$ cat config.mk
export PLATFORM = sky130hd
export DESIGN_NAME = uart_top
export DESIGN_NICKNAME = d
export VERILOG_FILES = /design/src/hw/uart_pkg.sv /design/src/hw/uart_cfg_regs.sv /design/src/hw/uart_core.sv /design/src/hw/uart_rx_buffer.sv /design/src/hw/uart_top.sv /design/src/hw/uart_tx_buffer.sv
export SDC_FILE = /design/constraint.sdc
export NUM_CORES = 1
export LEC_CHECK = 0
export BUFFER_PORTS_ARGS = -buffer_cell sky130_fd_sc_hd__buf_2
export CAP_MARGIN = 10
export CELL_PAD_IN_SITES_DETAIL_PLACEMENT = 1
export CELL_PAD_IN_SITES_GLOBAL_PLACEMENT = 2
export CORE_AREA = 2 2 145 147
export CTS_CLUSTER_DIAMETER = 150
export CTS_CLUSTER_SIZE = 10
export DETAILED_ROUTE_END_ITERATION = 8
export DIE_AREA = 0 0 147 149
export HOLD_SLACK_MARGIN = 0.1
export PLACE_DENSITY_LB_ADDON = 0.1
export SETUP_SLACK_MARGIN = 0.02
export SYNTH_ARGS = -nofsm -noshare
export SYNTH_HDL_FRONTEND = slang
export SYNTH_SLANG_ARGS = --single-unit
$ cat constraint.sdc
create_clock -name clk -period 4.5 [get_ports clk]
set_input_delay 0.45 -clock clk [delete_from_list [all_inputs] [get_ports clk]]
set_output_delay 0.45 -clock clk [all_outputs]
set_load 0.01 [all_outputs]
$ cat src/hw/uart_pkg.sv
`default_nettype none

package uart_pkg;

	// ------------------------------------------------------------------------
	// Vector types
	// ------------------------------------------------------------------------
	typedef logic [7:0] byte_t;      // One data byte
	typedef logic [7:0] baud_div_t;  // Clocks per bit, 4 to 255
	typedef logic [1:0] reg_addr_t;  // Register address
	typedef logic [7:0] reg_data_t;  // Register read/write data
	typedef logic [7:0] err_cnt_t;   // Saturating event count

	// Register map
	localparam reg_addr_t REG_BAUD = 2'd0; // Divisor, read/write
	localparam reg_addr_t REG_CTRL = 2'd1; // Bit 0 loopback
	localparam reg_addr_t REG_FERR = 2'd2; // Framing errors, write clears
	localparam reg_addr_t REG_OVRN = 2'd3; // Receive overruns, write clears

	// Receiver FSM
	typedef enum logic [1:0] {
		RX_IDLE,      // Line idle, looking for a start bit
		RX_DATA,      // Start check and eight data samples
		RX_STOP,      // Stop bit sample
		RX_WAIT_IDLE  // Bad stop bit, hold until line high
	} rx_state_e;

	// Configuration from the register block
	typedef struct packed {
		baud_div_t baud_div;
		logic      loopback;
	} uart_cfg_t;

	// Single-cycle event pulses into the counters
	typedef struct packed {
		logic frame_err;
		logic overrun;
	} uart_evt_t;

endpackage

`default_nettype wire

$ cat src/hw/uart_cfg_regs.sv
`timescale 1ns/1ps
`default_nettype none

module uart_cfg_regs import uart_pkg::*; #(
	parameter baud_div_t RESET_BAUD_DIV = 8'd16
) (
	input  logic      clk,
	input  logic      rst,
	input  logic      cfg_wr,     // Write strobe
	input  reg_addr_t cfg_addr,
	input  reg_data_t cfg_wdata,
	output reg_data_t cfg_rdata,  // Combinational readback
	input  uart_evt_t evt,        // Event pulses to count
	output uart_cfg_t cfg
);

	baud_div_t baud_div_q;
	logic      loopback_q;
	err_cnt_t  ferr_cnt;
	err_cnt_t  ovrn_cnt;

	// ------------------------------------------------------------------------
	// Writable configuration
	// ------------------------------------------------------------------------
	always_ff @(posedge clk or posedge rst) begin
		if (rst) begin
			baud_div_q <= RESET_BAUD_DIV;
			loopback_q <= 1'b0;
		end else if (cfg_wr) begin
			if (cfg_addr == REG_BAUD)
				baud_div_q <= cfg_wdata;
			if (cfg_addr == REG_CTRL)
				loopback_q <= cfg_wdata[0]; // Only bit 0 is implemented
		end
	end

	// ------------------------------------------------------------------------
	// Event counters, saturate at all ones
	// ------------------------------------------------------------------------
	always_ff @(posedge clk or posedge rst) begin
		if (rst) begin
			ferr_cnt <= '0;
			ovrn_cnt <= '0;
		end else begin
			// Clear has priority over a same-cycle event
			if (cfg_wr && cfg_addr == REG_FERR)
				ferr_cnt <= '0;
			else if (evt.frame_err && ferr_cnt != '1)
				ferr_cnt <= ferr_cnt + 8'd1;

			if (cfg_wr && cfg_addr == REG_OVRN)
				ovrn_cnt <= '0;
			else if (evt.overrun && ovrn_cnt != '1)
				ovrn_cnt <= ovrn_cnt + 8'd1;
		end
	end

	// Read mux
	always_comb begin
		case (cfg_addr)
			REG_BAUD: cfg_rdata = baud_div_q;
			REG_CTRL: cfg_rdata = {7'd0, loopback_q};
			REG_FERR: cfg_rdata = ferr_cnt;
			default:  cfg_rdata = ovrn_cnt; // REG_OVRN
		endcase
	end

	assign cfg.baud_div = baud_div_q;
	assign cfg.loopback = loopback_q;

endmodule

`default_nettype wire

$ cat src/hw/uart_core.sv
`timescale 1ns/1ps
`default_nettype none

module uart_core import uart_pkg::*; #(
	parameter int SYNC_STAGES = 3
) (
	input  logic      clk,
	input  logic      rst,
	input  uart_cfg_t cfg,
	input  logic      serial_in,      // Line into the receiver
	output logic      tx_out,         // Idle high
	input  logic      tx_fifo_valid,
	input  byte_t     tx_fifo_byte,
	output logic      tx_load,        // Takes the FIFO head
	output logic      rx_strobe,      // One cycle per good byte
	output byte_t     rx_strobe_byte,
	output logic      frame_err       // One cycle per bad stop bit
);

	// ------------------------------------------------------------------------
	// Transmitter
	// ------------------------------------------------------------------------
	logic      tx_empty;
	baud_div_t tx_cnt;    // Clock within current bit
	logic [3:0] tx_bit;   // 0 start, 1..8 data, 9 stop
	byte_t     tx_shift;
	logic      tx_bit_end;

	assign tx_bit_end = (tx_cnt == cfg.baud_div - 8'd1);
	assign tx_load    = tx_empty & tx_fifo_valid; // Reload only when empty

	always_ff @(posedge clk or posedge rst) begin
		if (rst) begin
			tx_empty <= 1'b1;
			tx_out   <= 1'b1;
			tx_cnt   <= '0;
			tx_bit   <= '0;
		end else if (tx_load) begin
			tx_empty <= 1'b0;
			tx_out   <= 1'b0; // Start bit on the next clock
			tx_cnt   <= '0;
			tx_bit   <= '0;
		end else if (!tx_empty) begin
			if (tx_bit_end) begin
				tx_cnt <= '0;
				tx_bit <= tx_bit + 4'd1;
				if (tx_bit < 4'd8)
					tx_out <= tx_shift[0]; // LSB first
				else if (tx_bit == 4'd8)
					tx_out <= 1'b1;        // Stop bit
				else
					tx_empty <= 1'b1;      // Stop bit done
			end else begin
				tx_cnt <= tx_cnt + 8'd1;
			end
		end
	end

	// Data shifter
	always_ff @(posedge clk) begin
		if (tx_load)
			tx_shift <= tx_fifo_byte;
		else if (!tx_empty && tx_bit_end && tx_bit < 4'd8)
			tx_shift <= {1'b0, tx_shift[7:1]};
	end

	// ------------------------------------------------------------------------
	// Receiver
	// ------------------------------------------------------------------------
	logic [SYNC_STAGES-1:0] rx_sync;
	logic       rx_line;      // Synchronized line
	rx_state_e  rx_state;
	baud_div_t  rx_cnt;       // Clock within current bit
	logic [3:0] rx_bit;       // 0 start, 1..8 data
	byte_t      rx_shift;
	logic       rx_mid;       // Mid-bit sample point
	logic       rx_take_bit;
	logic       rx_good_stop;

	assign rx_line      = rx_sync[SYNC_STAGES-1];
	assign rx_mid       = (rx_cnt == (cfg.baud_div >> 1));
	assign rx_take_bit  = (rx_state == RX_DATA) && rx_mid && (rx_bit != 4'd0);
	assign rx_good_stop = (rx_state == RX_STOP) && rx_mid && rx_line;

	always_ff @(posedge clk or posedge rst) begin
		if (rst) begin
			rx_sync   <= '1; // Line idles high
			rx_state  <= RX_IDLE;
			rx_cnt    <= '0;
			rx_bit    <= '0;
			rx_strobe <= 1'b0;
			frame_err <= 1'b0;
		end else begin
			rx_sync   <= {rx_sync[SYNC_STAGES-2:0], serial_in};
			rx_strobe <= 1'b0;
			frame_err <= 1'b0;

			// Bit timer runs only inside a frame
			if (rx_state == RX_DATA || rx_state == RX_STOP)
				rx_cnt <= (rx_cnt == cfg.baud_div - 8'd1) ? '0 : rx_cnt + 8'd1;

			case (rx_state)
				RX_IDLE: begin
					if (!rx_line) begin // Falling edge seen
						rx_state <= RX_DATA;
						rx_cnt   <= 8'd1;
						rx_bit   <= '0;
					end
				end
				RX_DATA: begin
					if (rx_mid) begin
						if (rx_bit == 4'd0 && rx_line) begin
							rx_state <= RX_IDLE; // Glitch rather than a start bit
						end else begin
							rx_bit <= rx_bit + 4'd1;
							if (rx_bit == 4'd8)
								rx_state <= RX_STOP;
						end
					end
				end
				RX_STOP: begin
					if (rx_mid) begin
						if (rx_line) begin
							rx_strobe <= 1'b1;
							rx_state  <= RX_IDLE;
						end else begin
							frame_err <= 1'b1; // Byte dropped
							rx_state  <= RX_WAIT_IDLE;
						end
					end
				end
				default: begin // RX_WAIT_IDLE
					if (rx_line)
						rx_state <= RX_IDLE;
				end
			endcase
		end
	end

	// Data capture
	always_ff @(posedge clk) begin
		if (rx_take_bit)
			rx_shift <= {rx_line, rx_shift[7:1]}; // LSB arrives first
		if (rx_good_stop)
			rx_strobe_byte <= rx_shift;
	end

endmodule

`default_nettype wire

$ cat src/hw/uart_rx_buffer.sv
`timescale 1ns/1ps
`default_nettype none

module uart_rx_buffer import uart_pkg::*; #(
	parameter int RX_DEPTH = 4 // Power of two
) (
	input  logic  clk,
	input  logic  rst,
	input  logic  rx_strobe,      // Byte from the core
	input  byte_t rx_strobe_byte,
	input  logic  rx_credit,      // Host grants one byte
	output logic  rx_valid,       // One cycle per released byte
	output byte_t rx_byte,
	output logic  overrun         // Strobe lost to a full FIFO
);

	localparam int PTR_W = $clog2(RX_DEPTH);

	byte_t            mem [RX_DEPTH];
	logic [PTR_W-1:0] wr_ptr;
	logic [PTR_W-1:0] rd_ptr;
	logic [PTR_W:0]   count;
	logic [7:0]       credits;  // Outstanding host grants
	logic             full;
	logic             push;
	logic             pop;

	assign full = (count == RX_DEPTH[PTR_W:0]);
	assign push = rx_strobe & ~full;                   // Full drops the new byte
	assign pop  = (count != '0) && (credits != 8'd0); // Release only against a credit

	always_ff @(posedge clk) begin
		if (push)
			mem[wr_ptr] <= rx_strobe_byte;
	end

	// ------------------------------------------------------------------------
	// Pointers, occupancy and credits
	// ------------------------------------------------------------------------
	always_ff @(posedge clk or posedge rst) begin
		if (rst) begin
			wr_ptr   <= '0;
			rd_ptr   <= '0;
			count    <= '0;
			credits  <= '0;   // Host starts with nothing granted
			rx_valid <= 1'b0;
			rx_byte  <= '0;
			overrun  <= 1'b0;
		end else begin
			rx_valid <= pop;
			overrun  <= rx_strobe & full;
			if (push)
				wr_ptr <= wr_ptr + 1'b1;
			if (pop) begin
				rx_byte <= mem[rd_ptr];
				rd_ptr  <= rd_ptr + 1'b1;
			end
			count <= count + {{PTR_W{1'b0}}, push} - {{PTR_W{1'b0}}, pop};
			// Grant and spend in one cycle cancel
			credits <= credits + {7'd0, rx_credit} - {7'd0, pop};
		end
	end

endmodule

`default_nettype wire

$ cat src/hw/uart_top.sv
`timescale 1ns/1ps
`default_nettype none

module uart_top import uart_pkg::*; #(
	parameter int        TX_DEPTH       = 4,
	parameter int        RX_DEPTH       = 4,
	parameter int        SYNC_STAGES    = 3,
	parameter baud_div_t RESET_BAUD_DIV = 8'd16
) (
	input  logic      clk,
	input  logic      rst,
	// Serial lines
	input  logic      rx_in,
	output logic      tx_out,
	// Host transmit
	input  logic      tx_valid,
	input  byte_t     tx_byte,
	output logic      tx_credit,
	// Host receive
	input  logic      rx_credit,
	output logic      rx_valid,
	output byte_t     rx_byte,
	// Register port
	input  logic      cfg_wr,
	input  reg_addr_t cfg_addr,
	input  reg_data_t cfg_wdata,
	output reg_data_t cfg_rdata
);

	uart_cfg_t cfg;
	uart_evt_t evt;
	logic      serial_in;
	logic      tx_fifo_valid;
	byte_t     tx_fifo_byte;
	logic      tx_load;
	logic      rx_strobe;
	byte_t     rx_strobe_byte;
	logic      frame_err;
	logic      overrun;

	assign serial_in = cfg.loopback ? tx_out : rx_in; // Loopback mux
	assign evt = '{frame_err: frame_err, overrun: overrun};

	// ------------------------------------------------------------------------
	// Blocks
	// ------------------------------------------------------------------------
	uart_cfg_regs #(.RESET_BAUD_DIV(RESET_BAUD_DIV)) i_regs (
		.clk, .rst, .cfg_wr, .cfg_addr, .cfg_wdata, .cfg_rdata, .evt, .cfg
	);

	uart_core #(.SYNC_STAGES(SYNC_STAGES)) i_core (
		.clk, .rst, .cfg, .serial_in, .tx_out, .tx_fifo_valid, .tx_fifo_byte,
		.tx_load, .rx_strobe, .rx_strobe_byte, .frame_err
	);

	uart_tx_buffer #(.TX_DEPTH(TX_DEPTH)) i_tx_buf (
		.clk, .rst, .tx_valid, .tx_byte, .tx_fifo_valid, .tx_fifo_byte,
		.tx_load, .tx_credit
	);

	uart_rx_buffer #(.RX_DEPTH(RX_DEPTH)) i_rx_buf (
		.clk, .rst, .rx_strobe, .rx_strobe_byte, .rx_credit, .rx_valid,
		.rx_byte, .overrun
	);

endmodule

`default_nettype wire

$ cat src/hw/uart_tx_buffer.sv
`timescale 1ns/1ps
`default_nettype none

module uart_tx_buffer import uart_pkg::*; #(
	parameter int TX_DEPTH = 4 // Power of two
) (
	input  logic  clk,
	input  logic  rst,
	input  logic  tx_valid,      // Host push, always backed by a credit
	input  byte_t tx_byte,
	output logic  tx_fifo_valid, // Head available to the core
	output byte_t tx_fifo_byte,
	input  logic  tx_load,       // Core pop
	output logic  tx_credit      // One credit back per pop
);

	localparam int PTR_W = $clog2(TX_DEPTH);

	byte_t            mem [TX_DEPTH];
	logic [PTR_W-1:0] wr_ptr;
	logic [PTR_W-1:0] rd_ptr;
	logic [PTR_W:0]   count;   // One extra bit for full

	// ------------------------------------------------------------------------
	// Storage
	// ------------------------------------------------------------------------
	always_ff @(posedge clk) begin
		if (tx_valid)
			mem[wr_ptr] <= tx_byte;
	end

	// Pointers wrap naturally at a power of two
	always_ff @(posedge clk or posedge rst) begin
		if (rst) begin
			wr_ptr <= '0;
			rd_ptr <= '0;
			count  <= '0;
		end else begin
			if (tx_valid)
				wr_ptr <= wr_ptr + 1'b1;
			if (tx_load)
				rd_ptr <= rd_ptr + 1'b1;
			case ({tx_valid, tx_load})
				2'b10:   count <= count + 1'b1;
				2'b01:   count <= count - 1'b1;
				default: count <= count;   // Both or neither
			endcase
		end
	end

	assign tx_fifo_valid = (count != '0);
	assign tx_fifo_byte  = mem[rd_ptr];

	// Credit returns with the pop, same cycle
	assign tx_credit = tx_load;

endmodule

`default_nettype wire

==> impl_metrics.json <==
{
  "final_period_minus_worst_setup_slack_ps": 3180,
  "antenna_cells_inserted": 0,
  "timing.critical_path.buf_inv": 2,
  "detail_route.iter0.violations": 234,
  "cap_viol_max_count": 0,
  "min-delay-path-class": "in -> reg",
  "hold_path.startpoint": "tx_byte[4]",
  "ant_nets": 0,
  "worstReg2RegStart": "i_regs.baud_div_q[0]$_DFFE_PP0P_",
  "drt-vias-per-instance": 5.21,
  "layout-area-overhead-vs-synth_pct": 12.6,
  "primary_ff_master_synth": "edfxtp_1",
  "max_h_tree_level": 4,
  "netSwitchingFraction_pct": 34.5,
  "first_global_vias": 5415,
  "die_height_um": 149,
  "final_layout_size_suffix_gt1_share_pct": 20.8,
  "cts.sinks": 178,
  "setup.worst_path.class": "reg -> reg",
  "grt_setup_unrepaired": "no",
  "die_x_um": 147,
  "synth_async_sr_flop_share_pct": 50.6,
  "initial_utilization_pct": 41.6,
  "synth_common_cells": "88 x edfxtp_1, 84 x dfrtp_1, 45 x inv_1, 37 x nor2_1, 37 x xnor2_1",
  "seq_area_frac_synth_pct": 57.3,
  "synthTopCellsByArea": "edfxtp_1 31%, dfrtp_1 25%, ha_1 5.1%",
  "critical_path_arrival_ps": 3320,
  "num-fill-cells": 2150,
  "holdPathStages": 1,
  "timing.critical_path.required_ps": 4640,
  "worst-path-max-fanout": 13,
  "reg2reg_slack_ps": 1320,
  "clock_power_share_pct": 27.6,
  "worstMarginPinSlew_ps": 715,
  "drt_pass1_iterations": 4,
  "cell_internal_pwr_w": 0.00351,
  "outcome": "finished, final reports clean",
  "regArea_um2": 4900,
  "cp-end-kind": "flop",
  "drt_wl_total_mm": 17.1,
  "grt_use_total_pct": 16.7,
  "clkLatencyLatePin_ps": 430,
  "power_frac_seq_pct": 43.6,
  "design.die.area_um2": 21900,
  "highest_cell_delay_on_the_worst_timing_path_ps": 500,
  "critPathLaunchType": "flop",
  "top_level_ports": 43,
  "clock-root-buffer": "clkbuf_16",
  "pin_count_of_the_biggest_net_entering_global_routing": 38,
  "layout_worst_path_cycle_share_pct": 70.6,
  "setup_violations": 0,
  "power_frac_comb_pct": 28.7,
  "final_net_count": 757,
  "detailed_route_drc_error_count": 0,
  "dr_total_vias": 5119,
  "synth_edf_count": 88,
  "finalSetupTns_ps": 0,
  "synthesized_instance_count": 657,
  "rows": 53,
  "clock_tree_from_tritoncts": "yes",
  "post_synth.cell_area_avg_um2": 13.0,
  "holdPathEnd": "i_tx_buf.mem[2][4]$_DFFE_PP_",
  "slew-limit-headroom_pct": 52.1,
  "timing.critical_path.slowest_stage_cell": "dfrtp_1",
  "synthMostInstantiatedCell": "edfxtp_1",
  "crit_path_cell_trace": "inv_1 -> ha_1 -> or3_1 -> or3_1 -> a31o_1 -> o211ai_4 -> nand3_1 -> o21ai_0 -> buf_4",
  "critical_path.top_delay_family": "simple AND/OR/NAND/NOR gates",
  "post-synth-top-area-fraction_pct": 30.9,
  "power_density_nw_per_um2": 556,
  "detailed_place_hpwl_mm": 12.3,
  "grt_overflow_total": 0,
  "leakage_component_of_the_power_nw": 3.79,
  "top_regs": "i_rx_buf.mem x32, i_tx_buf.mem x32",
  "yosys.cell_types.count": 67,
  "max_clock_freq_mhz": 315,
  "yosys.area.top_type": "edfxtp_1",
  "clock-skew-final_ps": 10.7,
  "wl_per_cell_um": 17.4,
  "yosysWarningCount": 0,
  "worst-path-stages": 9,
  "clock_transition_at_path_regs_ps": 80,
  "worst_setup_path_start": "i_regs.baud_div_q[0]$_DFFE_PP0P_",
  "synth_area_um2": 8560,
  "wire_length_of_the_first_global_routing_pass_mm": 28.5,
  "hold_violations": 0,
  "io_buffer_count": 42,
  "ff2ff_path_depth": 9,
  "cts-buffers-inserted": 17,
  "final_max_tran_viols": 0,
  "synth_fp_nets": 719,
  "synth-seq-cells": 178,
  "antenna_found_initial": 0,
  "gp_congestion": 0.754,
  "multi_input_area_um2": 3340,
  "timing.critical_path.mode_cell": "or3_1",
  "cts_max_path_buffers": 2,
  "p_sw_w": 0.00185,
  "peakVddDrop_mv": 0.259,
  "power_w": 0.00536,
  "critical_path.reg2reg.endpoint": "i_core.tx_shift[3]$_DFFE_PP_",
  "core_region_area_um2": 20600
}
-- stage by stage --
step	util (%)	setup slack, ps	instances	instance area, um^2	hold WS, ps
after CTS	46.9	1280	983	9640	212
after global routing	46.9	1020	983	9640	215
final	46.9	1320	983	9640	235
after detailed placement	43.8	1290	950	9010	347
after global placement	43.8	1390	950	9010	349
after floorplan	-	1310	657	8560	345
-- routing by layer --
metal  track usage (%)  part of all wire, %
met4              5.29                  1.2
met3              2.94                  1.8
met5                 0                    0
met1              20.9                   44
met2              29.6                   52
-- power groups by stage --
stage | Clock (W) | Sequential [W] | Combinational [W]
global route | 0.00159 | 0.00239 | 0.00176
floorplan | 0 | 0.00222 | 0.00130
global placement | 0 | 0.00236 | 0.00149
finish | 0.00148 | 0.00234 | 0.00154
detailed placement | 0 | 0.00238 | 0.00157
CTS | 0.00153 | 0.00235 | 0.00158
-- timing repair --
| item | 4_1_cts | 5_1_grt |
|---|---|---|
| gates resized for setup | 0 | 0 |
| endpoints found under the hold margin | 19 | 0 |
| buffers inserted | 0 | 0 |
| hold buffers | 1 | 0 |
-- layout make-up --
type | count | area share [%]
Sequential cell | 178 | 50.9
Multi-Input combinational cell | 403 | 34.7
Clock buffer | 17 | 4.41
Tap cell | 275 | 3.57
Timing Repair Buffer | 48 | 2.67
Clock inverter | 15 | 1.96
Inverter | 47 | 1.84
-- placed cells by master (no fill, tap or decap), types with 19 or more instances in the layout --
| master | count |
|---|---|
| mux2_2 | 29 |
| nand3_1 | 21 |
| inv_1 | 44 |
| xor2_1 | 30 |
| ha_1 | 35 |
| xnor2_1 | 37 |
| dfrtp_1 | 84 |
| buf_2 | 42 |
| edfxtp_1 | 88 |
| nor2_1 | 37 |
| o21ai_0 | 19 |
| nand2_1 | 32 |
-- logic make-up after synthesis --
group | synth area share (%)
AOI/OAI and AO/OA | 7.87
muxes | 8.65
and+or+nand+nor | 9.84
adders and majority gates | 5.82
buffers and inverters | 3.68
xor gates and xnor gates | 6.86
DFF | 57.3
-- how the worst max path moves through the flow --
stage / end
CTS: i_core.tx_shift[2]$_DFFE_PP_
detailed placement: i_core.tx_shift[4]$_DFFE_PP_
global route: i_core.tx_shift[2]$_DFFE_PP_
global placement: i_core.tx_shift[3]$_DFFE_PP_
floorplan: i_core.tx_shift[0]$_DFFE_PP_
finish: i_core.tx_shift[3]$_DFFE_PP_
(Power assumes the default switching activity.)
